`config.mk`:
```
export PLATFORM = sky130hd
export DESIGN_NAME = alu
export DESIGN_NICKNAME = d
export VERILOG_FILES = /design/src/common/cpuPkg.sv /design/src/verilog/alu.sv
export SDC_FILE = /design/constraint.sdc
export NUM_CORES = 1
export LEC_CHECK = 0
export BUFFER_PORTS_ARGS = -buffer_cell sky130_fd_sc_hd__buf_4
export CORE_UTILIZATION = 30
export DETAILED_ROUTE_END_ITERATION = 16
export GPL_ROUTABILITY_DRIVEN = 0
export SYNTH_ARGS = -nofsm -noshare
export SYNTH_HDL_FRONTEND = slang
export SYNTH_SLANG_ARGS = --single-unit
```
`constraint.sdc`:
```
create_clock -name vclk -period 4.45
set_clock_uncertainty 0.1 [all_clocks]
set_input_delay 0.2225 -clock vclk [all_inputs]
set_output_delay 0.2225 -clock vclk [all_outputs]
set_load 0.01 [all_outputs]
```
`src/common/cpuPkg.sv`:
```
`default_nettype none

package cpuPkg;

    // Datapath and register index widths
    localparam int xlen     = 32;
    localparam int regAddrW = 5;

    // Instruction store, word addressed
    localparam int imemDepth = 256;
    localparam int imemAddrW = 8;

    // Data store wraps within this many words
    localparam int dmemDepth = 64;
    localparam int dmemAddrW = 6;

    // Major opcodes of the supported subset
    typedef enum logic [6:0] {
        opR      = 7'b0110011,  // add, sub, and, or, slt
        opImm    = 7'b0010011,  // addi
        opLoad   = 7'b0000011,  // lw
        opStore  = 7'b0100011,  // sw
        opBranch = 7'b1100011   // beq
    } opcodeT;

    // Operations the ALU understands
    typedef enum logic [2:0] {
        aluAdd = 3'd0,
        aluSub = 3'd1,
        aluAnd = 3'd2,
        aluOr  = 3'd3,
        aluSlt = 3'd4   // Signed compare
    } aluOpT;

endpackage

`default_nettype wire

```
`src/verilog/alu.sv`:
```
`timescale 1ns/100ps
`default_nettype none

module alu
    import cpuPkg::*;
(
    input  aluOpT                aluOp,
    input  wire logic [xlen-1:0] opA,
    input  wire logic [xlen-1:0] opB,
    output logic      [xlen-1:0] result,
    output logic                 zero
);

    logic signedLess;

    assign signedLess = $signed(opA) < $signed(opB);

    always_comb begin
        case (aluOp)
            aluAdd:  result = opA + opB;
            aluSub:  result = opA - opB;
            aluAnd:  result = opA & opB;
            aluOr:   result = opA | opB;
            aluSlt:  result = {{(xlen-1){1'b0}}, signedLess};
            default: result = opA + opB;
        endcase
    end

    // Branch compare flag
    assign zero = (result == '0);

endmodule

`default_nettype wire

```
==> out/summary.md <==
After clock tree synthesis, the flow added hold-fix buffers numbering 0. In the final layout, the share of cells above drive strength 1 is 22.5%. The logs give 32.3 mm for the wire length of the first global-routing pass and 0 for the number of design rule violations left after detail routing. For the global routing met1 resource utilization, the log shows 29.1%. The average footprint of a synthesized cell came out at 6.59 um^2. The type of origin of the critical path is an input pin. Derived from the worst setup path, the maximum achievable clock frequency is 228 MHz. The final layout contains routed wiring with a total length of 20.7 mm.

STA classifies the critical path endpoint as a primary output. Leaving out filler cells and counting taps, the final layout contains 1181. Site row count: 49. Setup repair after global routing could not meet its margin everywhere. The via count of the first global-routing pass came out at 6257. In this run, the number of DRC markers left after iteration 0 of detailed routing was 620. The global-route total usage across every layer was 21.4%. Measured along the y axis, the die boundary spans 137 um. In this run the worst hold path is classified as input pin to primary output. Once detail routing completed, the nets flagged for antenna violations numbered 0. The final worst-path cycle share is 98.7%, and the area of all sequential standard cells is 0 um^2. On the critical path, the stage with the largest delay is an instance of or4b_1.

By area the synthesized netlist is led by ha_1, inv_1, a21oi_1. The design has 0 sequential cells. The area growth from synthesis to layout is 26.4%. VDD sags by at most 66.3 uV. The number of cells in the design after placement is 1177, and the HPWL after detailed placement is 16.6 mm. The run gives 0% as the sequential fraction of the synthesis area.

Number of vias after detailed routing: 6713. Walking the worst path, the cells encountered are buf_4, ha_1, fa_1, a21o_2, a311o_1, a21o_1, a21o_1, o21ai_0, o22ai_1, a2bb2oi_1, a21o_4, or4b_1, or4_4, nor4_4, buf_4. Synthesis produced 834 cells. 100 I/O pins were placed. Entering global routing, the biggest net connects 28 pins. The slew at the pin closest to its max-slew limit was 0.691 ns. Class of the most critical setup path: input pin to primary output. Most used routing layer: met2.

Power comes to 1060 uW. In this run the horizontal extent of the chip is 137 um. The flow ran to the end, and the final reports show no timing, DRC or antenna violations.

For this configuration, the core starts out at a cell density of 30.6%. After detailed routing, the average wire length per cell comes to 17.5 um. The cell type with the highest aggregate area in the netlist was ha_1. In this run the worst setup path begins at opA[0]. Across the run, the number of max-cap violations was 0. Counting the clock-network buffers in the layout gives 0. The tools report the initial antenna violation count as 0.

The number of hold-slack violations in the final timing report was 0. The post-route minimum period was 4.39 ns. At the worst endpoint, the required time is 4.13 ns. For this design the ratio of total power to cell area is 153 nW/um^2. In the post-route analysis, the smallest setup slack over all paths is 0.0587 ns. For the first-pass iteration count of the detailed router, the log shows 5. Setup violations remaining at the end of the flow were counted as 0.

Counting every net in the synthesized netlist gives 999. The filler cells instantiated in the layout total 1893. The met2 layer usage reported by global route was 35.9%; the net count reported at finish was 1119.

The repair_antennas step left the layout with diodes totalling 0. The tools report the endpoint of the worst setup timing path as zero. The synthesized netlist occupies a cell area of 5500 um^2. Summed over its instances, the top area cell type makes up 21.9% of the synthesized netlist area.

The run gives 53.9% as the max-slew headroom at the worst pin. Total count of max-transition violations in the final report: 0. Data arrives at the worst endpoint at 4.07 ns.

For this run, the slowest stage of the critical path takes 0.48 ns. After global routing the overflow that remains totals 0. The number of buffer cells added on primary ports is 100, and the count of synthesis-stage warnings from yosys is 0. The tools report the number of distinct library cells after synthesis as 92. Summed over all cells, the static leakage comes to 0.00336 uW. Timing analysis after detailed placement gives a worst setup slack of -0.358 ns.

In this run the worst path has a maximum fanout of 4. For the met3 track demand over resource in global routing, the log shows 1.95%. After floorplanning, the core was sized to cover 18000 um^2. The overall die area came out at 18900 um^2. Ranked by instance count, the synthesized netlist is headed by ha_1, inv_1, nor2_1. The routed via count divided by cell count works out to 5.68.
==> how the worst min path moves through the flow <==
stage               depth (start not counted)  startpoint    endpoint  slack [ns]
finish                                      5     opB[28]  result[28]        0.98
global route                                4      opA[1]   result[1]        1.00
CTS                                         5     opB[28]  result[28]        0.97
detailed placement                          5     opB[28]  result[28]        0.96
global placement                            5     opA[31]   result[0]        0.96
floorplan                                   3     opA[31]   result[0]        0.68
==> layout by cell type (no fill, tap or decap), types with 6 or more instances in the layout <==
| master | count |
|---|---|
| a211oi_1 | 6 |
| a21o_1 | 17 |
| a21oi_1 | 67 |
| a221oi_1 | 7 |
| a31oi_1 | 11 |
| buf_4 | 168 |
| ha_1 | 95 |
| inv_1 | 94 |
| mux2i_1 | 10 |
| nand2_1 | 62 |
| nand2b_1 | 17 |
| nand3_1 | 14 |
| nand4_1 | 7 |
| nor2_1 | 78 |
| nor2b_1 | 17 |
| nor3_1 | 21 |
| nor4_1 | 6 |
| o211ai_1 | 16 |
| o21a_1 | 10 |
| o21ai_0 | 50 |
| o21bai_1 | 8 |
| o221ai_1 | 8 |
| o22ai_1 | 13 |
| o31ai_1 | 13 |
==> final cells by class <==
class | instances | area [um^2] | area share [%]
Tap cell | 229 | 287 | 4.12
Multi-Input combinational cell | 685 | 5030 | 72.4
Timing Repair Buffer | 168 | 1260 | 18.2
Inverter | 99 | 372 | 5.35
==> layer usage <==
layer  share of wire, %  routed length (um)
met2                 45                9390
met1                 43                8890
met4                2.8                 582
met3                8.7                1800
met5                  0                   0
==> repair_timing <==
action,CTS,global route
gates resized for setup,3,18
pin swaps,0,9
buffers inserted,0,4
setup endpoints to repair,1,1
==> critical path: cells and delay by family <==
kind,cells,cell delay [ns]
AO/OA/AOI/OAI,8,1.83
AND/OR/NAND/NOR,3,1.08
adder cells (fa/ha/maj),2,0.67
buffers and inverters,2,0.27
==> kinds of logic (layout without fill, tap and decap cells) <==
kind of cell,Yosys count,count (layout),share of synthesized area (%)
compound gates,305,305,39.2
xor+xnor,7,7,1.12
fa+ha+maj,98,98,22.6
buf+inv,149,267,10.7
mux,13,13,2.44
simple gates,262,262,23.9
==> power by group <==
group	internal [uW]	switching, uW	leakage (uW)
logic	455	606	0.00336
clock network	0	0	0
registers	0	0	0
==> through the flow <==
stage	utilization [%]	setup TNS, ns	hold slack, ns	instance area, um^2
5_1_grt	38.7	-0.0451	1.00	6950
6_report	38.7	0	0.977	6950
3_3_place_gp	37.9	-0.422	0.963	6810
4_1_cts	38.0	0	0.965	6820
2_1_floorplan	-	0	0.680	5500
3_5_place_dp	37.9	-0.358	0.960	6810
Note: power is estimated with default switching activity, not from simulation.
