==> config.mk <==
export PLATFORM = sky130hd
export DESIGN_NAME = regFile
export DESIGN_NICKNAME = d
export VERILOG_FILES = /design/src/common/cpuPkg.sv /design/src/verilog/regFile.sv
export SDC_FILE = /design/constraint.sdc
export NUM_CORES = 2
export LEC_CHECK = 0
export BUFFER_PORTS_ARGS = -buffer_cell sky130_fd_sc_hd__buf_2
export CORE_MARGIN = 8
export CORE_UTILIZATION = 58
export CTS_CLUSTER_DIAMETER = 40
export CTS_CLUSTER_SIZE = 25
export DETAILED_ROUTE_END_ITERATION = 12
export PLACE_DENSITY = 0.74
export SYNTH_ARGS = -nofsm -noshare
export SYNTH_HDL_FRONTEND = slang
export SYNTH_SLANG_ARGS = --single-unit
==> constraint.sdc <==
create_clock -name CLK -period 1.35 [get_ports CLK]
set_input_delay 0.135 -clock CLK [delete_from_list [all_inputs] [get_ports CLK]]
set_output_delay 0.135 -clock CLK [all_outputs]
set_load 0.005 [all_outputs]
==> src/common/cpuPkg.sv <==
`default_nettype none

package cpuPkg;

    // Datapath and register index widths
    localparam int xlen     = 32;
    localparam int regAddrW = 5;

    // Instruction store, word addressed
    localparam int imemDepth = 256;
    localparam int imemAddrW = 8;

    // Data store wraps within this many words
    localparam int dmemDepth = 64;
    localparam int dmemAddrW = 6;

    // Major opcodes of the supported subset
    typedef enum logic [6:0] {
        opR      = 7'b0110011,  // add, sub, and, or, slt
        opImm    = 7'b0010011,  // addi
        opLoad   = 7'b0000011,  // lw
        opStore  = 7'b0100011,  // sw
        opBranch = 7'b1100011   // beq
    } opcodeT;

    // Operations the ALU understands
    typedef enum logic [2:0] {
        aluAdd = 3'd0,
        aluSub = 3'd1,
        aluAnd = 3'd2,
        aluOr  = 3'd3,
        aluSlt = 3'd4   // Signed compare
    } aluOpT;

endpackage

`default_nettype wire

==> src/verilog/regFile.sv <==
`timescale 1ns/100ps
`default_nettype none

module regFile
    import cpuPkg::*;
(
    input  wire logic                CLK,
    input  wire logic                arstN,
    input  wire logic                wrEn,
    input  wire logic [regAddrW-1:0] rs1Addr,
    input  wire logic [regAddrW-1:0] rs2Addr,
    input  wire logic [regAddrW-1:0] rdAddr,
    input  wire logic [xlen-1:0]     wrData,
    output logic      [xlen-1:0]     rs1Data,
    output logic      [xlen-1:0]     rs2Data
);

    // x0 has storage but never takes a write
    logic [xlen-1:0] regs [2**regAddrW];

    always_ff @(posedge CLK or negedge arstN) begin
        if (!arstN) begin
            for (int i = 0; i < 2**regAddrW; i++) begin
                regs[i] <= '0;
            end
        end else if (wrEn && rdAddr != '0) begin
            regs[rdAddr] <= wrData;
        end
    end

    assign rs1Data = regs[rs1Addr];
    assign rs2Data = regs[rs2Addr];

    // A stray write to x0 would show up on either read port
    x0Zero : assert property (@(posedge CLK) disable iff (!arstN)
        (rs1Addr != '0 || rs1Data == '0) && (rs2Addr != '0 || rs2Data == '0));

endmodule

`default_nettype wire

==> key figures <==
Status
  – Status: complete, but fails checks
  – Failing checks: negative setup slack

CTS
  – CTS sink count: 1024
  – Clock slew at reported path FFs: 0.06 ns
  – CTS tree: done
  – Clk_lat worst skew: 0.75 ns
  – Clock root cell: clkbuf_16
  – Max Root-Sink Buffers: 3
  – CTS buffer count: 143
  – H-tree Lvls: 4

Placement
  – Gp weighted congestion: 0.8825
  – IO Port Bufs: 113
  – Post-DP HPWL: 116.2 mm
  – Post-Place Cells: 6001
  – Pre-CTS setup slack: -0.6816 ns

Routing
  – DRC violations left: 0
  – Vias: 41870
  – Total wire length: 179.4 mm
  – Avg Vias per Cell: 6.658
  – DRT iter0 DRCs: 4430
  – Drt wl/cell: 28.54 um
  – DRT antenna net count: 0
  – Drt pass-1 iters: 6

Setup path
  – Critical Path AT: 2.27 ns
  – Max stage delay on crit path: 0.41 ns
  – Critical Path RT: 1.22 ns
  – Buffers & Inverters on Critical Path: 1
  – Crit. End Element: output pin
  – WS Path Type: register to output pin
  – CP max-delay cell: dfrtp_1
  – Critical Path, Cell by Cell: mux2i_2, a22o_1, nor3_1, a31oi_1, nand3_1, buf_2
  – Flop2flop setup slack: 0.32 ns
  – Reg-to-Reg Start: regs[850]
  – Critical Path Fanout Max: 3
  – Delay-heaviest family, CP: compound AO/OA/AOI/OAI gates
  – CP Launch Point: regs[803]
  – Worst Setup Start Kind: register

Timing
  – Final setup fails: 64
  – Worst slew pin tran: 0.7095 ns
  – Final worst path period share: 1.785
  – Final setup margin: -1.059 ns
  – Minimum clock period: 2.409 ns
  – Fmax: 415.1 MHz
  – Min Hold Slack: 0.02080 ns
  – Final Skew: 0 ns
  – TNS Setup: -55.24 ns
  – Relative slew slack: 0.5254
  – Fin. Hold Viols: 0
  – RSZ-0062 raised after global routing: yes
  – Pins Over Slew Limit: 0

Run
  – MaxCap Viol Count: 0

Layout
  – Max reg flops: 1024
  – Final Non-Filler Cells: 6288
  – Final #Nets: 4939
  – Largest registers: regs (1024)
  – Layout cells sized above 1: 0.4012
  – Filler cells: 6306
  – Area delta synth->final: 22.93%
  – Largest register by flop count: regs

Floorplan
  – Core area: 96140 um^2
  – Die height: 326.6 um
  – Die X: 326.6 um
  – Row cnt: 114
  – Num ports: 114
  – Die Area: 106600 um^2
  – Initial Util: 0.5819

Yosys
  – Library cells used by synthesis: 28
  – Top_reg_cell synth: dfrtp_1
  – Ys Warns: 0
  – Cells after synthesis: 4601
  – Post-synthesis sequential area ratio: 0.4581
  – Synthesized area per cell: 12.16 um^2
  – Mapped Area: 55940 um^2
  – Synth top area share: 0.4581
  – Most frequent cells after synthesis: 1024 x dfrtp_1, 1024 x mux2i_1, 953 x mux2_2, 224 x clkbuf_1, 210 x nand2_1
  – Area leader, netlist: dfrtp_1
  – Area contributors post-synth: dfrtp_1 46%, mux2_2 19%, mux2i_1 18%, a22oi_1 2.6%, a22o_1 2.0%
  – #FFs+latches synth: 1024
  – Synth async-reset ratio: 1.000
  – Syn_nets: 4651
  – EDFF count, synth: 0

Min path
  – Hold Crit Start: wrData[8]
  – Hold Path Class: primary input to register

Pwr
  – Leak: 32.67 nW
  – Power per cell area: 1477 nW/um^2
  – Maximum vdd drop: 1.066 mV

Global routing
  – Vias in the first global route: 43490
  – Initial antenna violation count: 5
  – GRT Util Overall: 0.3282
  – First-pass GRT wire length: 271.5 mm
  – Gr ovfl total: 0
  – Largest net degree at the start of global routing: 93
-- layout by cell type, fill, tap and decap left out, types with 17 or more instances in the layout --
cell type,instances
clkbuf_8,18
mux2_1,39
mux2i_1,1018
nand2_1,193
mux2_4,63
buf_4,275
nor2_4,18
bufinv_16,19
a21oi_1,192
clkbuf_16,143
nand2_2,17
buf_6,25
nand3_1,152
dfrtp_1,1024
nand3_2,34
buf_2,87
mux2_2,890
a31oi_1,22
a22oi_1,190
a31oi_2,29
nor3_2,41
buf_12,211
a22o_1,128
inv_6,19
-- power breakdown --
part / internal, mW / switching [mW] / leakage (nW)
registers: 36.6 / 4.80 / 13.1
logic: 10.6 / 9.07 / 17.0
clock network: 24.7 / 15.9 / 2.51
total: 71.8 / 29.7 / 32.7
-- cell families (layout without fill, tap and decap cells) --
family,count (synthesis),in the layout,synth area share
mux,2016,2016,0.3829
compound gates,576,576,0.07014
other cells,0,5,0
buf+inv,473,879,0.04496
simple gates,512,512,0.04395
flops,1024,1024,0.4581
-- stage by stage --
step | total power, mW | utilization | instance area [um^2]
3_5_place_dp | 59.92 | 0.6474 | 62230
3_3_place_gp | 58.89 | 0.6474 | 62230
5_1_grt | 105.1 | 0.7153 | 68760
2_1_floorplan | 53.16 | - | 56410
6_report | 101.5 | 0.7153 | 68770
4_1_cts | 101.1 | 0.7113 | 68380
-- metal layers --
layer	global-route usage	wire, um	up-vias	part of all wire
li1	-	-	17620	-
met1	0.4524	75070	21720	0.42
met2	0.4980	80210	1986	0.45
met3	0.07279	16030	544	0.089
met4	0.1444	8135	0	0.045
met5	0	0	-	0
-- timing repair --
action                                   CTS  global route
resized for setup                        149            59
endpoints found under the hold margin   1185            12
endpoints found under the setup margin    64            76
pin swaps                                105           107
buffers inserted                           7            10
hold buffers                              15             1
-- area by class of cell --
type / instances / area [um^2] / share of cell area
antenna: 5 / 12.51 / 0.0001819
clock buffer: 165 / 3841 / 0.05585
tap: 1276 / 1597 / 0.02322
timing repair buffer: 616 / 7201 / 0.1047
clock inverter: 98 / 1343 / 0.01952
multi-input combinational: 3104 / 29150 / 0.4239
sequential: 1024 / 25620 / 0.3726
-- path summary, 6_finish.rpt --
| kind | endpoint | depth (start not counted) |
|---|---|---|
| worst max register to register | regs[850] | 3 |
| max in group asynchronous | regs[1019] | 3 |
| worst max-delay path | rs2Data[3] | 6 |
| min in group asynchronous | regs[123] | 3 |
| worst min register to register | regs[992] | 0 |
| worst min-delay path | regs[552] | 2 |
No activity file was read; power rests on OpenSTA's default activity.
