## src/common/cpuPkg.sv

```systemverilog
`default_nettype none

package cpuPkg;

    // Datapath and register index widths
    localparam int xlen     = 32;
    localparam int regAddrW = 5;

    // Instruction store, word addressed
    localparam int imemDepth = 256;
    localparam int imemAddrW = 8;

    // Data store wraps within this many words
    localparam int dmemDepth = 64;
    localparam int dmemAddrW = 6;

    // Major opcodes of the supported subset
    typedef enum logic [6:0] {
        opR      = 7'b0110011,  // add, sub, and, or, slt
        opImm    = 7'b0010011,  // addi
        opLoad   = 7'b0000011,  // lw
        opStore  = 7'b0100011,  // sw
        opBranch = 7'b1100011   // beq
    } opcodeT;

    // Operations the ALU understands
    typedef enum logic [2:0] {
        aluAdd = 3'd0,
        aluSub = 3'd1,
        aluAnd = 3'd2,
        aluOr  = 3'd3,
        aluSlt = 3'd4   // Signed compare
    } aluOpT;

endpackage

`default_nettype wire

```

## src/verilog/dataMem.sv

```systemverilog
`timescale 1ns/100ps
`default_nettype none

module dataMem
    import cpuPkg::*;
(
    input  wire logic            CLK,
    input  wire logic            arstN,
    input  wire logic            wrEn,
    input  wire logic [xlen-1:0] addr,
    input  wire logic [xlen-1:0] wrData,
    output logic      [xlen-1:0] rdData
);

    logic [xlen-1:0]      mem [dmemDepth];
    logic [dmemAddrW-1:0] wordIdx;

    // Upper address bits ignored so accesses wrap
    assign wordIdx = addr[dmemAddrW+1:2];

    always_ff @(posedge CLK or negedge arstN) begin
        if (!arstN) begin
            for (int i = 0; i < dmemDepth; i++) begin
                mem[i] <= '0;
            end
        end else if (wrEn) begin
            mem[wordIdx] <= wrData;
        end
    end

    assign rdData = mem[wordIdx];   // Combinational read for lw

endmodule

`default_nettype wire

```

## config.mk

```make
export PLATFORM = sky130hd
export DESIGN_NAME = dataMem
export DESIGN_NICKNAME = d
export VERILOG_FILES = /design/src/common/cpuPkg.sv /design/src/verilog/dataMem.sv
export SDC_FILE = /design/constraint.sdc
export NUM_CORES = 2
export LEC_CHECK = 0
export BUFFER_PORTS_ARGS = -buffer_cell sky130_fd_sc_hd__buf_2
export CAP_MARGIN = 20
export CORE_MARGIN = 3
export CORE_UTILIZATION = 42
export DETAILED_ROUTE_END_ITERATION = 16
export GPL_TIMING_DRIVEN = 0
export PLACE_DENSITY = 0.56
export REMOVE_ABC_BUFFERS = 1
export SYNTH_ARGS = -nofsm -noshare
export SYNTH_HDL_FRONTEND = slang
export SYNTH_SLANG_ARGS = --single-unit
```

## constraint.sdc

```tcl
create_clock -name CLK -period 4.8 [get_ports CLK]
set_clock_uncertainty 0.2 [all_clocks]
set_input_delay 1.44 -clock CLK [delete_from_list [all_inputs] [get_ports CLK]]
set_output_delay 1.44 -clock CLK [all_outputs]
set_load 0.1 [all_outputs]
```

==> out/summary.txt <==
Top cells by area, synth - dfrtp_1 56%, mux2_2 25%, a22oi_1 3.5%
Leak Pwr - 50.60 nW
Async S/R FF share, synth - 1.000
Total clock buffers created by CTS - 215
Worst skew pair latency - 0.84 ns
Sw Share - 0.2602
Fmax - 0.1676 GHz
Crit-path cells - buf_16 -> buf_16 -> buf_12 -> buf_16 -> nor2b_4 -> clkbuf_16 -> buf_16 -> a22oi_2 -> a211oi_2 -> a2111oi_4 -> o41ai_4 -> or4_4 -> buf_12
Final setup margin - -1.165 ns
Cell repeated most along the worst path - buf_16
Post-synthesis mux area share - 0.2816
Area leader, netlist - dfrtp_1
HPWL after DPL - 190.3 mm
CTS Buffer Depth - 3
Seq/Total Area, Yosys - 0.5556
Final net count - 6850
H-tree levels - 4
Synth Cell Area - 92240 um2
Post-synthesis simple-gate area fraction - 0.01800
Number of routed nets with antenna violations - 0
Fin. max-slew vios - 0
Total Wirelength - 348.8 mm
Slowest Stage Delay on Critical Path - 0.59 ns
Routability cong. - 0.7329
Die W - 474.6 um
Max_slew headroom - 0.2516
Clock power share - 0.386
Root Driver - clkbuf_16
Critical Path Slowest Stage Cell - or4_4
Warnings, synthesis - 0
DR vias/cell - 6.457
Post-synth cell types - 60
Avg Cell Area, Syn - 13.55 um2
CP arrival - 4.33 ns
Syn-to-layout area delta - 20.70%
CTS tree - done
Io pins - 99
Cell Rows - 171
RSZ-0062 raised after global routing - true
Synth Instances - 6808
Footprint of the multi-input gates - 39960 um2
Sequential Power Share - 0.471
Min-delay src - mem[1922]
Synth Area in Compound Gates - 0.1080
IO buf count - 72
Filler cell count - 18155
#FFs+latches synth - 2048
Starting Density - 0.4235
Final cell count without fillers - 9833
Worst VDD drop - 247.0 uV
Commonest cells in the netlist - 2067 x mux2_2, 2048 x dfrtp_1, 428 x a22oi_1, 302 x clkbuf_1, 273 x a221oi_1
Worst-Margin Slew - 1.123 ns
Adder-cell share of the synthesized area - 0
Vias - 63489
Post-synth EDFFs - 0
Final Hold Viols - 0
Reg with most FFs - mem
Main flop type after synthesis - dfrtp_1
CP Class - primary input to output port
DRC viols - 0
Worst-path clk slew - 0.06 ns
Final number of setup-violating endpoints - 32
Largest family of logic cells by synthesized area - multiplexers
Starting DRT DRC Count - 6246
Layout cell share with drive strength beyond 1 - 0.4822
Registers with the most flip-flops - mem: 2048 flops
Crit path from - addr[2]
Crit. End Element - output port
Top cell type's share of synthesized area - 0.5556
Status - complete, but fails checks
Setup_tns - -30.01 ns
TritonRoute pass-1 iters - 6
Placeable Area - 217800 um2
Switching power - 11.46 mW
Worst hold path type - flop to flop
Worst-path maximum fanout - 7
Req. time, crit path - 3.16 ns
Placed cells - 9166
Min Tclk post-route - 5.965 ns
Reg2Reg Launch Point - mem[1932]
Crit path launch type - primary input
First-pass GRT wire length - 486.9 mm
Wirelength per Cell - 35.48 um
Failing checks - setup timing
Die height - 474.6 um
Die Area - 225300 um2
Max Cap Viol - 0
Period utilisation layout - 1.243
Aggregate global routing overflow - 0
Vias in the first global route - 63247
Synth Area in XOR/XNOR - 0
FF/Latch Area - 51250 um2
Most numerous cell in the Yosys netlist - mux2_2
Clk sink count - 2048
Int Power - 32.58 mW
Total GRT Usage - 0.3024
Initial antenna violation count - 27
Comb power frac - 0.143
P per Cell Area - 395.6 nW/um2
Pin count of the biggest net entering global routing - 169
Number of flip-flops under the largest register name - 2048
[power by group through the flow]
stage / combinational [mW] / sequential [mW] / clock (mW)
finish: 6.31 / 20.7 / 17.0
global route: 6.70 / 21.0 / 17.9
CTS: 6.05 / 20.7 / 17.2
detailed placement: 5.38 / 21.0 / 0
global placement: 5.21 / 20.9 / 0
floorplan: 3.45 / 20.6 / 0
[cells in the final DEF, fill, tap and decap left out, drive strengths merged, types with 63 or more instances in the layout]
cell	instances
mux4	63
a221oi	273
o22ai	85
a21oi	266
dfrtp	2048
a22oi	428
o21ai	150
buf	465
mux2i	111
clkbuf	352
mux2	2082
nand2	113
nor2	83
[metrics by stage]
stage | hold WS [ns] | instance area, um2 | utilization | power (mW) | setup slack, ns
2_1_floorplan | 0.2532 | 88850 | - | 24.07 | -7.026
3_3_place_gp | 0.2632 | 92780 | 0.4260 | 26.13 | -59.40
3_5_place_dp | 0.2791 | 97610 | 0.4482 | 26.33 | -3.105
4_1_cts | 0.2923 | 109100 | 0.5009 | 43.92 | -1.233
5_1_grt | 0.3006 | 111300 | 0.5110 | 45.62 | -1.187
6_report | 0.2901 | 111300 | 0.5111 | 44.04 | -1.165
[path summary, 6_finish.rpt]
kind | end | slack [ns] | cells past startpoint
hold reg to reg | mem[1922] | 0.29 | 1
hold / removal | mem[1922] | 0.29 | 1
min in group asynchronous | mem[68] | 0.34 | 1
setup reg to reg | mem[1932] | 3.77 | 1
max in group asynchronous | mem[219] | 0.81 | 6
setup / recovery | rdData[23] | -1.17 | 13
[metal layers]
| layer | up-vias | wire (um) | part of all wire | global-route usage |
|---|---|---|---|---|
| met5 | - | 0 | 0 | 0 |
| met4 | 0 | 17190 | 0.049 | 0.1363 |
| met3 | 724 | 28330 | 0.081 | 0.06580 |
| met2 | 2811 | 159200 | 0.46 | 0.4682 |
| met1 | 34386 | 144100 | 0.41 | 0.4072 |
| li1 | 25568 | - | - | - |
[repair_timing]
action / 4_1_cts / 5_1_grt
hold buffers: 0 / 0
buffers inserted: 111 / 57
gates cloned: 56 / 12
endpoints found under the setup margin: 632 / 79
pin swaps: 73 / 113
resized for setup: 413 / 220
[final cells by class]
| cell class | count | share of cell area |
|---|---|---|
| inverters | 2 | 0.0001124 |
| well taps | 2854 | 0.03208 |
| multi-input cells | 4007 | 0.3589 |
| diodes | 23 | 0.0005170 |
| clock buffers | 338 | 0.05942 |
| flip-flops and latches | 2048 | 0.4603 |
| clock inverters | 52 | 0.005013 |
| repair buffers | 509 | 0.08360 |
[cell families (layout without fill, tap and decap cells)]
logic type | count (synthesis) | in the layout
DFF | 2048 | 2048
and+or+nand+nor | 341 | 347
AOI/OAI and AO/OA | 1404 | 1404
buffers and inverters | 759 | 901
muxes | 2256 | 2256
other | 0 | 23
[critical path: cells and delay by family]
family                 cells  cell delay, ns
buffers and inverters      7            1.07
AO/OA/AOI/OAI              4            1.01
AND/OR/NAND/NOR            2            0.74
Note: power is estimated with default switching activity, not from simulation.
