===== config.mk =====
export PLATFORM = sky130hd
export DESIGN_NAME = fetchUnit
export DESIGN_NICKNAME = d
export VERILOG_FILES = /design/src/common/cpuPkg.sv /design/src/verilog/fetchUnit.sv
export SDC_FILE = /design/constraint.sdc
export NUM_CORES = 1
export LEC_CHECK = 0
export BUFFER_PORTS_ARGS = -buffer_cell sky130_fd_sc_hd__buf_2
export CAP_MARGIN = 5
export CORE_MARGIN = 4
export CORE_UTILIZATION = 45
export CTS_CLUSTER_SIZE = 14
export DETAILED_ROUTE_END_ITERATION = 10
export PLACE_DENSITY_LB_ADDON = 0.15
export SETUP_SLACK_MARGIN = 0.1
export SYNTH_ARGS = -nofsm -noshare
export SYNTH_HDL_FRONTEND = slang
export SYNTH_SLANG_ARGS = --single-unit

===== constraint.sdc =====
create_clock -name CLK -period 7 [get_ports CLK]
set_clock_uncertainty 0.1 [all_clocks]
set_input_delay 1.05 -clock CLK [delete_from_list [all_inputs] [get_ports CLK]]
set_output_delay 1.05 -clock CLK [all_outputs]
set_load 0.005 [all_outputs]

===== src/common/cpuPkg.sv =====
`default_nettype none

package cpuPkg;

    // Datapath and register index widths
    localparam int xlen     = 32;
    localparam int regAddrW = 5;

    // Instruction store, word addressed
    localparam int imemDepth = 256;
    localparam int imemAddrW = 8;

    // Data store wraps within this many words
    localparam int dmemDepth = 64;
    localparam int dmemAddrW = 6;

    // Major opcodes of the supported subset
    typedef enum logic [6:0] {
        opR      = 7'b0110011,  // add, sub, and, or, slt
        opImm    = 7'b0010011,  // addi
        opLoad   = 7'b0000011,  // lw
        opStore  = 7'b0100011,  // sw
        opBranch = 7'b1100011   // beq
    } opcodeT;

    // Operations the ALU understands
    typedef enum logic [2:0] {
        aluAdd = 3'd0,
        aluSub = 3'd1,
        aluAnd = 3'd2,
        aluOr  = 3'd3,
        aluSlt = 3'd4   // Signed compare
    } aluOpT;

endpackage

`default_nettype wire


===== src/verilog/fetchUnit.sv =====
`timescale 1ns/100ps
`default_nettype none

module fetchUnit
    import cpuPkg::*;
(
    input  wire logic            CLK,
    input  wire logic            arstN,
    input  wire logic            runEn,
    input  wire logic            branchTaken,
    input  wire logic [xlen-1:0] imm,
    output logic      [xlen-1:0] pc
);

    logic [xlen-1:0] pcPlus4;
    logic [xlen-1:0] pcTarget;
    logic [xlen-1:0] pcNext;

    assign pcPlus4  = pc + xlen'(4);
    assign pcTarget = pc + imm;     // Branch offset already shifted by decode

    always_comb begin
        if (branchTaken) begin
            pcNext = pcTarget;
        end else begin
            pcNext = pcPlus4;
        end
    end

    // Holds while stalled
    always_ff @(posedge CLK or negedge arstN) begin
        if (!arstN) begin
            pc <= '0;
        end else if (runEn) begin
            pc <= pcNext;
        end
    end

    // Every branch target must land on a word
    pcAligned : assert property (@(posedge CLK) disable iff (!arstN)
        runEn |=> pc[1:0] == 2'b00);

endmodule

`default_nettype wire


==> results of run 1 <==
[Yosys cell counts (3+ instances only)]
cell,count,area share [%]
a21oi_1,58,7.8
o21ai_0,42,5.6
nor2_1,38,3.8
nand2_1,36,3.6
dfrtp_1,32,21
ha_1,32,11
clkbuf_1,21,2.1
nand3_1,18,2.4
a21o_1,14,2.8
xnor2_1,14,3.3
nand4_1,13,2.2
xor2_1,11,2.6
inv_1,10,1.0
nor3_1,10,1.3
a211oi_1,9,1.8
a31o_2,7,1.6
and3_1,6,1.0
a221oi_1,5,1.2
buf_2,5,0.67
o21ai_1,5,0.67
a22o_1,4,0.94
a31oi_1,4,0.67
and2_1,4,0.67
nand2b_1,4,0.67
or3_1,4,0.67
nor4b_1,3,0.70
o21a_1,3,0.60
o21bai_1,3,0.60
o31ai_1,3,0.60
[final timing paths]
kind	slack (ns)	cells past startpoint	from	end
max	3.60	8	runEn	pc[31]
min	0.36	1	pc[31]	pc[31]
max reg2reg	4.11	11	pc[0]	pc[28]
min reg2reg	0.36	1	pc[31]	pc[31]
max in group asynchronous	5.54	1	arstN	pc[25]
min in group asynchronous	0.75	1	arstN	pc[7]
[cell families (layout without fill, tap and decap cells)]
| logic type | Yosys count | count (layout) |
|---|---|---|
| xor gates and xnor gates | 25 | 25 |
| muxes | 5 | 5 |
| and+or+nand+nor | 153 | 153 |
| buffers and inverters | 39 | 86 |
| adders and majority gates | 33 | 33 |
| DFF | 32 | 32 |
| AOI/OAI and AO/OA | 191 | 191 |
[power by group]
group	switching (mW)	leakage (nW)	internal (mW)	total [mW]
combinational	0.651	1.39	0.523	1.17
sequential	0.154	0.374	0.272	0.425
clock	0.0834	0.0510	0.0788	0.162
[stage by stage]
stage	instance area (µm²)	setup slack, ns
2_1_floorplan	3740	3.715
3_3_place_gp	4068	3.411
3_5_place_dp	4068	3.364
4_1_cts	4160	3.660
5_1_grt	4160	3.411
6_report	4160	3.597
[cell type report]
type / count / share of cell area [%]
Inverter: 10 / 0.9023
Clock buffer: 6 / 1.985
Tap cell: 102 / 3.068
Multi-Input combinational cell: 407 / 66.32
Sequential cell: 32 / 19.25
Clock inverter: 2 / 0.2406
Timing Repair Buffer: 68 / 8.241
[per-layer routing]
layer,vias up,track usage [%]
met4,0,4.097
met1,1882,30.89
met2,117,35.69
li1,1902,-
met5,-,0
met3,4,2.735
[worst max-delay path, cell delays in order]
cell and delay, ns:
buf_2 0.57, inv_1 0.50, nor2_1 0.70, nand3_1 0.17, o22ai_2 0.14, a211oi_1 0.08
o311ai_2 0.13, xor2_1 0.17
==> flow_summary.ini, run 1 <==
[drt]
num_vias = 3905
dr.pass1.iters = 4
wl_met2_um = 5026
via_per_inst = 6.228
wirelength_um = 10930
drtIter0Drc = 237
met1_length_um = 5283
drc = 0
wl_met3_um = 562
highest_layer = met4
ant_nets = 0
wl_per_cell_um = 17.44

[worst_setup_path]
crit_type = in -> reg
critPathLaunchType = input port
cp-end-kind = register
cp.arrival_ns = 3.52
required_ns = 7.11
crit_fanout = 40

[run]
drv_cap = 0

[placement]
io_buffers = 67
dpl.hpwl_um = 7972
post-place-cells = 619
gp_congestion = 0.9131

[logic_synthesis]
synthXorXnorAreaFrac_pct = 5.855
synth_top_family_by_area = compound AO/OA/AOI/OAI gates
ys.flop_type = dfrtp_1
syn_area_per_cell_um2 = 7.824
synth_compound_area_share_pct = 33.79
synth_edf_count = 0
async_flop_share_pct = 100.0
yosysWarnings = 0
synth_cell_types = 74
synth_nets = 547
seq_area_frac_synth_pct = 21.41
synth_cells = 478
synth_area_um2 = 3740
synthMuxAreaShare_pct = 1.539
ys_ff_latch = 32
synth-adder-area-share_pct = 11.24
synth-simple-area-share_pct = 21.34

[final_layout]
reg.largest.list = pc: 32 flops
largest_reg_flops = 32
num-nets-final = 593
mostFrequentLayoutCells = buf_2, a21oi_1, o21ai_0, nor2_1, nand2_1
fin_cells = 627
fin_util_pct = 52.74
antennaDiodeCount = 0
layout_commonest_cell = buf_2
drive_gt1_share_pct = 19.24
regMostFlops = pc
multiInputGateArea_um2 = 2759
nFillCells = 782
area_growth_pct = 11.24
seq_area_um2 = 800.8

[timing]
period_share_pct = 48.62
finalMaxSlewViolations = 0
slew_headroom_pct = 45.41
max_freq_mhz = 293.9
fin_crit_ns = 3.403
hold_viol_final = 0
finalSetupViolations = 0
hold_ws_ns = 0.3598
worst_pin_slew_ns = 0.8189
setup-tns-final_ns = 0
rsz0062_at_grt = false

[clock_tree]
root_buffer = clkbuf_8
cts_buffer_depth = 2
post_cts_buffers = 0
worstSkewPairLatency_ns = 0.29
cts_buffers = 5
h-tree-depth = 2
cts_resized = 0
clkTransAtPathRegs_ns = 0.08
cts_tree = done
clock-sinks = 32
cts_hold_buffers = 0

[floorplanning]
fp.dieH_um = 99.17
die-area_um2 = 9834
start_util_pct = 47.41
coreArea_um2 = 7888
row_count = 32
fp.dieW_um = 99.17
pin_count = 68

[power_and_ir_drop]
ir_worst_vdd_mv = 0.1911
power.leakage_nw = 1.811
p_total_mw = 1.762
p_per_area_nw_per_um2 = 423.5

[grt]
grt_pass1_vias = 3659
grt_overflow = 0
grt_antenna_before_repair = 0
grt_pass1_wl_um = 17950
grt_max_degree = 66
grt_usage_pct = 21.75

[status]
status = complete, no violations

[hold_path]
hold_class = reg -> reg
Power figures use the tool's default switching activity.
==> run 2: changes to the inputs <==
- clock period: 7 -> 2.9 ns (I/O delays scaled with it)
==> run 2 against run 1 <==
Net effect:
- routed wire length grew 6.6%
- critical endpoint is now pc[22]
- sequential power grew 120%
- clock power grew 140%
- global-route usage grew 1.3 points
- first-iteration DRC count shrank 19%
- worst hold slack lost 0.21 ns
==> flow_summary.ini, run 2 (synthesis gave the netlist of run 1 again) <==
[floorplanning]
fp.dieW_um = 99.17
fp.dieH_um = 99.17
pin_count = 68
coreArea_um2 = 7888
die-area_um2 = 9834
row_count = 32
start_util_pct = 47.41

[worst_setup_path]
required_ns = 3.03
crit_fanout = 7
r2r_start = pc[7]
rrSetupSlack_ns = 0.14
critPathLaunchType = register
crit_type = reg -> reg
cp.arrival_ns = 2.89
crit_path_start = pc[7]
cp-end-kind = register

[final_layout]
design_area_um2 = 4562
num-nets-final = 636
layout_commonest_cell = buf_2
nFillCells = 745
largest_reg_flops = 32
regMostFlops = pc
antennaDiodeCount = 0
reg.largest.list = pc: 32 flops
drive_gt1_share_pct = 27.46
mostFrequentLayoutCells = buf_2, a21oi_1, buf_4, o21ai_0, nor2_1
area_growth_pct = 21.98
fin_util_pct = 57.84

[power_and_ir_drop]
power_switching_mw = 2.269
intPower_mw = 2.415
combPwrFrac_pct = 72.0
sw_frac_of_total_pct = 48.45
seq_power_share_pct = 19.8
clockPowerShare_pct = 8.3
ir_worst_vdd_mv = 0.5420
power.leakage_nw = 2.027
p_per_area_nw_per_um2 = 1027

[placement]
dpl.hpwl_um = 8631
postPlaceCellArea_um2 = 4360
gp_congestion = 0.9242
io_buffers = 67

[clock_tree]
h-tree-depth = 2
cts_buffer_depth = 2
cts_buffers = 5
cts_hold_buffers = 0
clock-sinks = 32
worstSkewPairLatency_ns = 0.29
root_buffer = clkbuf_8
clkTransAtPathRegs_ns = 0.08
cts_tree = done

[timing]
fin_crit_ns = 2.761
worst_pin_slew_ns = 0.8718
slew_headroom_pct = 41.88
finalMaxSlewViolations = 0
max_freq_mhz = 362.2
period_share_pct = 95.21
hold_viol_final = 0
finalSetupViolations = 0
rsz0062_at_grt = true

[grt]
grt_max_degree = 49
grt_usage_pct = 23.04
grt_pass1_wl_um = 18740
grt_antenna_before_repair = 0
grt_overflow = 0
grt_pass1_vias = 3838

[hold_path]
hold_class = in -> async

[drt]
dr.pass1.iters = 4
wl_per_cell_um = 17.39
drtIter0Drc = 192
wirelength_um = 11650
ant_nets = 0
drc = 0
num_vias = 4126
via_per_inst = 6.158

[status]
status = complete, no violations

[run]
drv_cap = 0
==> run 2: cell count changes in the layout (fill, tap and decap cells not counted), sizes merged <==
cell	before	now
buf	68	111
clkinv	2	0
clkbuf	6	8
==> run 2: power groups by stage <==
stage	Clock, mW	Combinational (mW)	Sequential [mW]
2_1_floorplan	0	2.11	0.963
3_3_place_gp	0	3.18	0.918
3_5_place_dp	0	3.22	0.924
4_1_cts	0.393	3.25	0.918
5_1_grt	0.415	3.74	0.957
6_report	0.387	3.37	0.925
==> run 2: final timing paths <==
kind                           to  depth (start not counted)
min in group CLK            pc[0]                          4
setup / recovery           pc[22]                         10
max in group asynchronous   pc[4]                          1
setup reg to reg           pc[22]                         10
hold reg to reg            pc[31]                          1
hold / removal              pc[0]                          1
==> run 2: per-stage QoR <==
stage / cells / worst slack [ns] / power, mW / hold slack (ns) / TNS, ns
after floorplan: 478 / 0.2297 / 3.073 / 0.03941 / 0
after global placement: 658 / 0.006672 / 4.094 / 0.3528 / 0
after detailed placement: 658 / -0.06599 / 4.147 / 0.3609 / -0.08030
after CTS: 667 / 0.1138 / 4.564 / 0.1750 / 0
after global routing: 670 / -0.004567 / 5.114 / 0.2275 / -0.004567
final: 670 / 0.1389 / 4.684 / 0.1545 / 0
==> run 2: worst max-delay path, stage by stage, from the launching register on <==
cell       delay, ns
dfrtp_1         0.44
ha_1            0.39
a2111oi_1       0.47
buf_4           0.19
a2111o_1        0.21
buf_4           0.13
a21oi_1         0.05
nand2b_1        0.17
a21oi_1         0.18
mux2_1          0.33
nand2_1         0.05
==> run 2: layout make-up <==
| class | count | area (µm²) | share of cell area (%) |
|---|---|---|---|
| inverter | 10 | 37.54 | 0.8228 |
| tap | 102 | 127.6 | 2.798 |
| clock buffer | 8 | 90.09 | 1.975 |
| multi-input combinational | 407 | 2840 | 62.26 |
| timing repair buffer | 111 | 665.6 | 14.59 |
| sequential | 32 | 800.8 | 17.55 |
==> run 2: per-layer routing <==
metal  GRT usage (%)  vias to the layer above  wire (µm)
met5               0                        -          0
met4           6.197                        0        104
met3           3.015                       10        732
met2           38.02                      140       5699
met1           31.71                     1970       5113
li1                -                     2006          -
==> run 2: repair_timing <==
| item | 4_1_cts | 5_1_grt |
|---|---|---|
| pin swaps | 4 | 11 |
| setup buffers | 1 | 3 |
| gates resized for setup | 5 | 13 |
| endpoints found under the setup margin | 1 | 10 |
