## config.mk

```make
export PLATFORM = sky130hd
export DESIGN_NAME = decodeControl
export DESIGN_NICKNAME = d
export VERILOG_FILES = /design/src/common/cpuPkg.sv /design/src/verilog/decodeControl.sv
export SDC_FILE = /design/constraint.sdc
export NUM_CORES = 1
export LEC_CHECK = 0
export CAP_MARGIN = 20
export CORE_AREA = 2 2 39 41
export DETAILED_ROUTE_END_ITERATION = 10
export DIE_AREA = 0 0 41 43
export DONT_BUFFER_PORTS = 1
export PLACE_DENSITY = 0.58
export SYNTH_ARGS = -nofsm -noshare
export SYNTH_HDL_FRONTEND = slang
export SYNTH_SLANG_ARGS = --single-unit
```

## constraint.sdc

```tcl
create_clock -name vclk -period 2.05
set_clock_uncertainty 0.05 [all_clocks]
set_input_delay 0.3075 -clock vclk [all_inputs]
set_output_delay 0.3075 -clock vclk [all_outputs]
set_load 0.005 [all_outputs]
```

## src/common/cpuPkg.sv

```systemverilog
`default_nettype none

package cpuPkg;

    // Datapath and register index widths
    localparam int xlen     = 32;
    localparam int regAddrW = 5;

    // Instruction store, word addressed
    localparam int imemDepth = 256;
    localparam int imemAddrW = 8;

    // Data store wraps within this many words
    localparam int dmemDepth = 64;
    localparam int dmemAddrW = 6;

    // Major opcodes of the supported subset
    typedef enum logic [6:0] {
        opR      = 7'b0110011,  // add, sub, and, or, slt
        opImm    = 7'b0010011,  // addi
        opLoad   = 7'b0000011,  // lw
        opStore  = 7'b0100011,  // sw
        opBranch = 7'b1100011   // beq
    } opcodeT;

    // Operations the ALU understands
    typedef enum logic [2:0] {
        aluAdd = 3'd0,
        aluSub = 3'd1,
        aluAnd = 3'd2,
        aluOr  = 3'd3,
        aluSlt = 3'd4   // Signed compare
    } aluOpT;

endpackage

`default_nettype wire

```

## src/verilog/decodeControl.sv

```systemverilog
`timescale 1ns/100ps
`default_nettype none

module decodeControl
    import cpuPkg::*;
(
    input  wire logic [xlen-1:0]     inst,
    output logic      [regAddrW-1:0] rs1Addr,
    output logic      [regAddrW-1:0] rs2Addr,
    output logic      [regAddrW-1:0] rdAddr,
    output logic                     regWrite,
    output logic                     memWrite,
    output logic                     memToReg,
    output logic                     aluSrc,
    output logic                     branch,
    output aluOpT                    aluOp,
    output logic      [xlen-1:0]     imm
);

    opcodeT     opcode;
    logic [2:0] funct3;
    logic       funct7b5;   // inst[30] picks sub over add

    assign opcode   = opcodeT'(inst[6:0]);
    assign funct3   = inst[14:12];
    assign funct7b5 = inst[30];

    assign rs1Addr = inst[19:15];
    assign rs2Addr = inst[24:20];
    assign rdAddr  = inst[11:7];

    always_comb begin
        regWrite = 1'b0;
        memWrite = 1'b0;
        memToReg = 1'b0;
        aluSrc   = 1'b0;
        branch   = 1'b0;
        aluOp    = aluAdd;
        imm      = '0;
        case (opcode)
            opR: begin
                regWrite = 1'b1;
                case (funct3)
                    3'b000:  aluOp = funct7b5 ? aluSub : aluAdd;
                    3'b010:  aluOp = aluSlt;
                    3'b110:  aluOp = aluOr;
                    3'b111:  aluOp = aluAnd;
                    default: aluOp = aluAdd;
                endcase
            end
            opImm: begin
                regWrite = 1'b1;
                aluSrc   = 1'b1;
                imm      = {{20{inst[31]}}, inst[31:20]};   // I form
            end
            opLoad: begin
                regWrite = 1'b1;
                memToReg = 1'b1;
                aluSrc   = 1'b1;
                imm      = {{20{inst[31]}}, inst[31:20]};
            end
            opStore: begin
                memWrite = 1'b1;
                aluSrc   = 1'b1;
                imm      = {{20{inst[31]}}, inst[31:25], inst[11:7]};   // S form
            end
            opBranch: begin
                branch = 1'b1;
                aluOp  = aluSub;   // Equal operands give zero
                // B form with the low bit always zero
                imm    = {{19{inst[31]}}, inst[31], inst[7], inst[30:25], inst[11:8], 1'b0};
            end
            default: begin
                // Unsupported opcode retires as a no-op
                regWrite = 1'b0;
                memWrite = 1'b0;
            end
        endcase
    end

endmodule

`default_nettype wire

```

==> run summary, run 1 <==
Status: completed
Dpl ws: 515 ps
Gpl congestion: 0.642
Tightest Pin Transition: 346 ps
Largest net degree at the start of global routing: 21
Part of the cycle the worst path needs: 0.737
Max-Cap Viols: 0
Antenna violations before repair: 0
TritonRoute pass-1 iters: 2
Post-synthesis sequential area ratio: 0
Worst Setup Start Kind: input pin
Overall power: 0.0000231 W
Min Tclk post-route: 1510 ps
Seq cells: 0
Arr. time, crit path: 1150 ps
Sum Neg Setup Slack: 0 ps
Syn Area/Cell: 7.42 um2
FF+latch area: 0 um2
Row Count: 14
Hold Path Class: in -> out
Post-CTS Hold Buffers: 0
Final hold violations: 0
Initial core utilization: 0.402
Hpwl dp: 793 um
Antenna cells: 0
Post-route cell area: 322 um2
Iter 0 DRT Violations: 4
Routed WL per cell: 16.9 um
Grt ovf: 0
Die area: 0.00176 mm2
DR vias: 340
Non-filler cells, final: 56
CTS-repair resized insts: 0
Crit-path max cell delay: 310 ps
Fillers: 157
Setup ws final: 540 ps
# Post-CTS Setup Buffers: 0
Height of the die: 43 um
RSZ-0062 raised after global routing: false
Max VDD drop: 0.0000212 V
Hold Path End: rdAddr[3]
Core Box Area: 0.00138 mm2
Vias in the first global route: 329
Placed Cells: 56
Number of distinct library cells after synthesis: 23
First-pass GRT wire length: 1220 um
WP data required: 1690 ps
Hold path start: inst[10]
Synthesis-to-layout area growth: -42.2%
CP Capture Type: output pin
Critical path class: in -> out
Mapped cell area: 557 um2
Die Width: 41 um
CP Max Fanout: 20
Max-slew headroom: 0.768
Gr usage total: 0.0929
Residual DRC count: 0
Final Setup Violations: 0
DRT Wirelength: 948 um
Fin nets: 74
Power Density: 72.0 mW/mm2
P_leak: 0.0960 nW
Io pins: 87
Antenna Nets Post-Route: 0
Critical-path cell list: and4bb_2, o21ai_2, nor2b_2, buf_4
Fmax: 662 MHz
Critical-path top delay cell: and4bb_2
Cell family with most CP delay: simple AND/OR/NAND/NOR gates
WHS Path Cells: 0
CP bufs+invs: 1
Buffers on Ports: 0
Placed cell area: 322 um2
Synth Net Count: 107
Vias/cell: 6.07
Slew Limit Fails: 0
Cells after Synth: 75
Share of cells above drive strength 1: 0.250
Clk_buf instances: 0
Yosys warns: 0
Critical path depth: 4
kinds of logic after synthesis:
family,count (synthesis),synth area share
mux,1,0.0180
simple gates,28,0.366
buf+inv,37,0.483
compound gates,9,0.133
synthesized netlist by cell type:
library cell / number / area [um2]
nor3_2: 3 / 30.0
a221oi_1: 1 / 8.76
buf_4: 34 / 255
nand3_1: 2 / 10.0
a22o_1: 5 / 43.8
nor3_1: 1 / 5.00
a211oi_1: 1 / 7.51
nor3b_1: 1 / 7.51
nor4_1: 1 / 6.26
or3_4: 1 / 11.3
nor2b_1: 8 / 50.1
nand4bb_4: 1 / 27.5
inv_1: 1 / 3.75
and4bb_2: 1 / 12.5
nand2b_1: 2 / 12.5
buf_2: 2 / 10.0
mux2i_1: 1 / 10.0
or2_2: 1 / 6.26
nor2_1: 4 / 15.0
nand2_1: 1 / 3.75
and3_1: 1 / 6.26
a21oi_1: 1 / 5.00
o21ai_2: 1 / 8.76
where the power goes:
part,total [W],internal (W),switching [W]
logic,0.0000231,0.0000131,0.0000101
clock network,0,0,0
registers,0,0,0
total,0.0000231,0.0000131,0.0000101
cell usage in the layout, fill, tap and decap left out:
cell type,n
a211oi_1,1
a21oi_1,1
a221oi_1,1
a22o_1,5
and3_1,1
and4bb_2,1
buf_4,1
inv_1,1
mux2i_1,1
nand2_1,1
nand2b_1,2
nand3_1,2
nand4bb_4,1
nor2_1,4
nor2b_1,7
nor2b_2,1
nor3_1,1
nor3_2,3
nor3b_1,1
nor4_1,1
o21ai_2,1
or2_2,1
or3_4,1
area by class of cell:
cell class,instances,area [um2],area share
Multi-Input combinational cell,38,290,0.903
Tap cell,16,20.0,0.0623
Timing Repair Buffer,1,7.51,0.0233
Inverter,1,3.75,0.0117
worst max-delay path by stage:
stage / slack [ps] / endpoint / from
6_report: 540 / imm[30] / inst[2]
5_1_grt: 420 / imm[18] / inst[2]
4_1_cts: 510 / imm[28] / inst[2]
3_5_place_dp: 520 / imm[28] / inst[2]
3_3_place_gp: 540 / imm[28] / inst[2]
2_1_floorplan: 180 / imm[13] / inst[5]
metrics by stage:
| step | hold WS [ps] | utilization |
|---|---|---|
| finish | 565 | 0.232 |
| global route | 565 | 0.232 |
| CTS | 565 | 0.232 |
| detailed placement | 565 | 0.232 |
| global placement | 565 | 0.232 |
| floorplan | 589 | - |
routing by layer:
| layer | vias to the layer above | global-route usage | share of wire |
|---|---|---|---|
| li1 | 153 | - | - |
| met1 | 148 | 0.117 | 0.35 |
| met2 | 39 | 0.166 | 0.48 |
| met3 | 0 | 0.0157 | 0.17 |
| met4 | 0 | 0 | 0 |
| met5 | - | 0 | 0 |
No activity file was read; power rests on OpenSTA's default activity.
==> inputs of run 2 (changes only) <==
--- a/config.mk
+++ b/config.mk
@@ -5,12 +5,13 @@
 export SDC_FILE = /design/constraint.sdc
 export NUM_CORES = 1
 export LEC_CHECK = 0
+export ABC_AREA = 1
 export CAP_MARGIN = 20
 export CORE_AREA = 2 2 39 41
 export DETAILED_ROUTE_END_ITERATION = 10
 export DIE_AREA = 0 0 41 43
 export DONT_BUFFER_PORTS = 1
-export PLACE_DENSITY = 0.58
+export PLACE_DENSITY = 0.6
 export SYNTH_ARGS = -nofsm -noshare
 export SYNTH_HDL_FRONTEND = slang
 export SYNTH_SLANG_ARGS = --single-unit
==> constraint.sdc (replaced) <==
create_clock -name vclk -period 1.55
set_clock_uncertainty 0.05 [all_clocks]
set_input_delay 0.2325 -clock vclk [all_inputs]
set_output_delay 0.2325 -clock vclk [all_outputs]
set_load 0.005 [all_outputs]
==> run summary, run 2 <==
Status: completed
Vias in the first global route: 330
Cell with the most instances after synthesis: buf_4
Fillers: 174
Buffers on Ports: 0
CTS-repair resized insts: 0
Commonest non-fill, non-tap cell in the layout: nand3_1
Adder-Cell Fraction of Synth Area: 0
Post-synthesis sequential area ratio: 0
# Post-CTS Setup Buffers: 0
Final hold violations: 0
Number of distinct library cells after synthesis: 12
Multiplexer share of the synthesized area: 0
P_leak: 0.233 nW
Synth top area cells: buf_4, nand3_1, nor2_1, nand2_1, inv_1
Switching Share: 0.677
DRT Wirelength: 1010 um
Max-Cap Viols: 0
CP bufs+invs: 2
Slew Limit Fails: 0
Most common library cells after synthesis: buf_4, nand3_1, nor2_1
Fin nets: 108
Most frequent cells in the layout: nand3_1, nand2_1, nor2_1
Die area: 0.00176 mm2
Max-slew headroom: 0.844
Register share of total power: 0
Hold Path Class: in -> out
Smallest hold slack: 415 ps
Antenna violations before repair: 0
CP Capture Type: output pin
Power Density: 117 mW/mm2
RSZ-0062 raised after global routing: false
Hpwl dp: 888 um
Synth Net Count: 139
Gr usage total: 0.104
Initial core utilization: 0.435
Critical-path top delay cell: buf_4
Fmax: 830 MHz
Io pins: 87
Xor and xnor fraction of the mapped netlist area: 0
Max VDD drop: 0.0000555 V
TritonRoute pass-1 iters: 4
Crit-path max cell delay: 200 ps
Row Count: 14
Antenna cells: 0
Iter 0 DRT Violations: 6
Height of the die: 43 um
Grt ovf: 0
Int Pwr: 0.0000146 W
Switching Power: 0.0000307 W
Synth Area in Compound Gates: 0.0353
Clock power frac: 0
FF+latch area: 0 um2
Antenna Nets Post-Route: 0
Core Box Area: 0.00138 mm2
Largest net degree at the start of global routing: 21
Syn Area/Cell: 5.62 um2
Synthesis-to-layout area growth: -36.0%
Critical-path cell list: inv_1, nand2_2, nor2_8, buf_4, nand2_1, o21ai_1
Worst Setup Start Kind: input pin
CP Max Fanout: 16
Post-synthesis simple-gate area fraction: 0.428
Cells after Synth: 107
Clk_buf instances: 0
Leading area contributor after synthesis: buf_4
Final Setup Violations: 0
Arr. time, crit path: 920 ps
Cell family with most CP delay: simple AND/OR/NAND/NOR gates
Vias/cell: 4.98
Sum Neg Setup Slack: 0 ps
Combinational Power Share: 1.000
Mapped cell area: 602 um2
Main combinational cell family by area after synthesis: buffers and inverters
Gpl congestion: 0.618
Synth top area share: 0.424
First-pass GRT wire length: 1390 um
WP data required: 1270 ps
Routed WL per cell: 11.2 um
Min Tclk post-route: 1210 ps
Seq cells: 0
Part of the cycle the worst path needs: 0.778
Yosys warns: 0
Critical path class: in -> out
Residual DRC count: 0
Die Width: 41 um
Share of cells above drive strength 1: 0.135
Multi-input logic area: 282 um2
Post-CTS Hold Buffers: 0
Tightest Pin Transition: 234 ps
DR vias: 448
[run 2: cell type report]
| cell class | instances | share of cell area |
|---|---|---|
| Multi-Input combinational cell | 57 | 0.731 |
| Inverter | 15 | 0.146 |
| Timing Repair Buffer | 2 | 0.0714 |
| Tap cell | 16 | 0.0519 |
[run 2: through the flow]
step	cell area (um2)	util	worst slack (ps)	std cells	total power, W
2_1_floorplan	604	-	17.4	107	0.0000771
3_3_place_gp	385	0.278	358	90	0.0000444
6_report	385	0.278	345	90	0.0000453
4_1_cts	385	0.278	335	90	0.0000460
3_5_place_dp	385	0.278	334	90	0.0000458
5_1_grt	385	0.278	258	90	0.0000536
[run 2: cells by family (layout without fill, tap and decap cells)]
kind of cell	Yosys count	count (layout)
simple gates	55	55
compound gates	2	2
buf+inv	50	17
[run 2: power groups by stage]
stage | Combinational, W | Clock (W) | Sequential (W)
3_3_place_gp | 0.0000444 | 0 | 0
3_5_place_dp | 0.0000458 | 0 | 0
2_1_floorplan | 0.0000771 | 0 | 0
4_1_cts | 0.0000460 | 0 | 0
5_1_grt | 0.0000536 | 0 | 0
6_report | 0.0000453 | 0 | 0
[run 2: final timing paths]
kind / end / cells after the start / start
worst min-delay path: rdAddr[3] / 0 / inst[10]
worst max-delay path: aluSrc / 6 / inst[2]
[run 2: routing by layer]
metal | share of wire | GRT usage
met4 | 0.0020 | 0.0133
met5 | 0 | 0
met3 | 0.17 | 0.0105
met2 | 0.46 | 0.175
met1 | 0.37 | 0.139
==> inputs of run 3 (changes only) <==
--- a/config.mk
+++ b/config.mk
@@ -5,13 +5,13 @@
 export SDC_FILE = /design/constraint.sdc
 export NUM_CORES = 1
 export LEC_CHECK = 0
-export ABC_AREA = 1
+export ABC_AREA = 0
 export CAP_MARGIN = 20
 export CORE_AREA = 2 2 39 41
 export DETAILED_ROUTE_END_ITERATION = 10
 export DIE_AREA = 0 0 41 43
 export DONT_BUFFER_PORTS = 1
-export PLACE_DENSITY = 0.6
+export PLACE_DENSITY = 0.56
 export SYNTH_ARGS = -nofsm -noshare
 export SYNTH_HDL_FRONTEND = slang
 export SYNTH_SLANG_ARGS = --single-unit
==> constraint.sdc (replaced) <==
create_clock -name vclk -period 1.2
set_clock_uncertainty 0.05 [all_clocks]
set_input_delay 0.18 -clock vclk [all_inputs]
set_output_delay 0.18 -clock vclk [all_outputs]
set_load 0.005 [all_outputs]
==> run summary, run 3 (same netlist as run 1, synthesis figures left out) <==
Initial core utilization: 0.402
Largest net degree at the start of global routing: 16
Iter 0 DRT Violations: 0
Most frequent cells in the layout: nor2b_1, buf_4, a22o_1
Fmax: 827 MHz
Die area: 0.00176 mm2
Critical path class: in -> out
Dpl ws: -13.6 ps
DR vias: 371
Violated checks: setup timing
CP Max Fanout: 7
Height of the die: 43 um
Final Setup Violations: 2
Final hold violations: 0
Vias in the first global route: 311
P_leak: 0.143 nW
Die Width: 41 um
Row Count: 14
DRT Wirelength: 993 um
Fillers: 157
TritonRoute pass-1 iters: 1
Setup ws final: -9.19 ps
First-pass GRT wire length: 1240 um
Slew Limit Fails: 0
Share of cells above drive strength 1: 0.426
Vias/cell: 5.89
Hold Path Class: in -> out
Max VDD drop: 0.0000357 V
Worst Setup Start Kind: input pin
CP Capture Type: output pin
Routed WL per cell: 15.8 um
Gpl congestion: 0.505
Part of the cycle the worst path needs: 1.01
FF+latch area: 0 um2
Sum Neg Setup Slack: -14.7 ps
Synthesis-to-layout area growth: -24.7%
Overall power: 0.0000515 W
Clk_buf instances: 0
Grt ovf: 0
Max-Cap Viols: 0
RSZ-0062 raised after global routing: true
Core Box Area: 0.00138 mm2
Arr. time, crit path: 980 ps
Residual DRC count: 0
WP data required: 970 ps
Buffers on Ports: 0
Antenna Nets Post-Route: 0
Hpwl dp: 808 um
Min Tclk post-route: 1210 ps
Seq cells: 0
Antenna cells: 0
Status: finished, violations left
Gr usage total: 0.0939
Fin nets: 81
Max-slew headroom: 0.752
Tightest Pin Transition: 369 ps
Io pins: 87
Antenna violations before repair: 0
Power Density: 123 mW/mm2
-- run 3: final timing paths --
kind | cells after the start | to | from | slack [ps]
worst max-delay path | 3 | aluOp[2] | inst[3] | -9
worst min-delay path | 0 | rdAddr[4] | inst[11] | 310
-- run 3: stage by stage --
stage	hold slack (ps)	std cells	cell area [um2]	util
6_report	310	63	419	0.303
5_1_grt	310	63	419	0.303
4_1_cts	310	60	387	0.279
3_5_place_dp	310	60	387	0.279
3_3_place_gp	310	60	387	0.279
2_1_floorplan	334	75	588	-
-- run 3: layout make-up --
type                            count  area [um2]  area share
Timing Repair Buffer                8        76.3       0.182
Inverter                            1        3.75     0.00896
Multi-Input combinational cell     38         319       0.761
Tap cell                           16        20.0      0.0478
-- run 3: repair_timing --
action / 4_1_cts / 5_1_grt
setup endpoints to repair: 2 / 28
cloned: 0 / 0
resized for setup: 0 / 2
hold buffers: 0 / 0
pin swaps: 0 / 1
endpoints found under the hold margin: 0 / 0
buffers inserted: 0 / 3
-- run 3: report_power, final --
part / total (W) / switching [W] / internal [W]
logic: 0.0000515 / 0.0000207 / 0.0000308
registers: 0 / 0 / 0
clock network: 0 / 0 / 0
-- run 3: critical path: stages --
cell,delay [ps]
nand4bb_4,260
or3_4,410
nor3_2,130
-- run 3: metal layers --
metal,share of wire,routed length (um),global-route usage,vias to the layer above
li1,-,-,-,165
met1,0.32,313,0.0981,155
met2,0.53,522,0.169,49
met3,0.16,154,0.0209,2
met4,0.0020,2,0.0333,0
met5,0,0,0,-
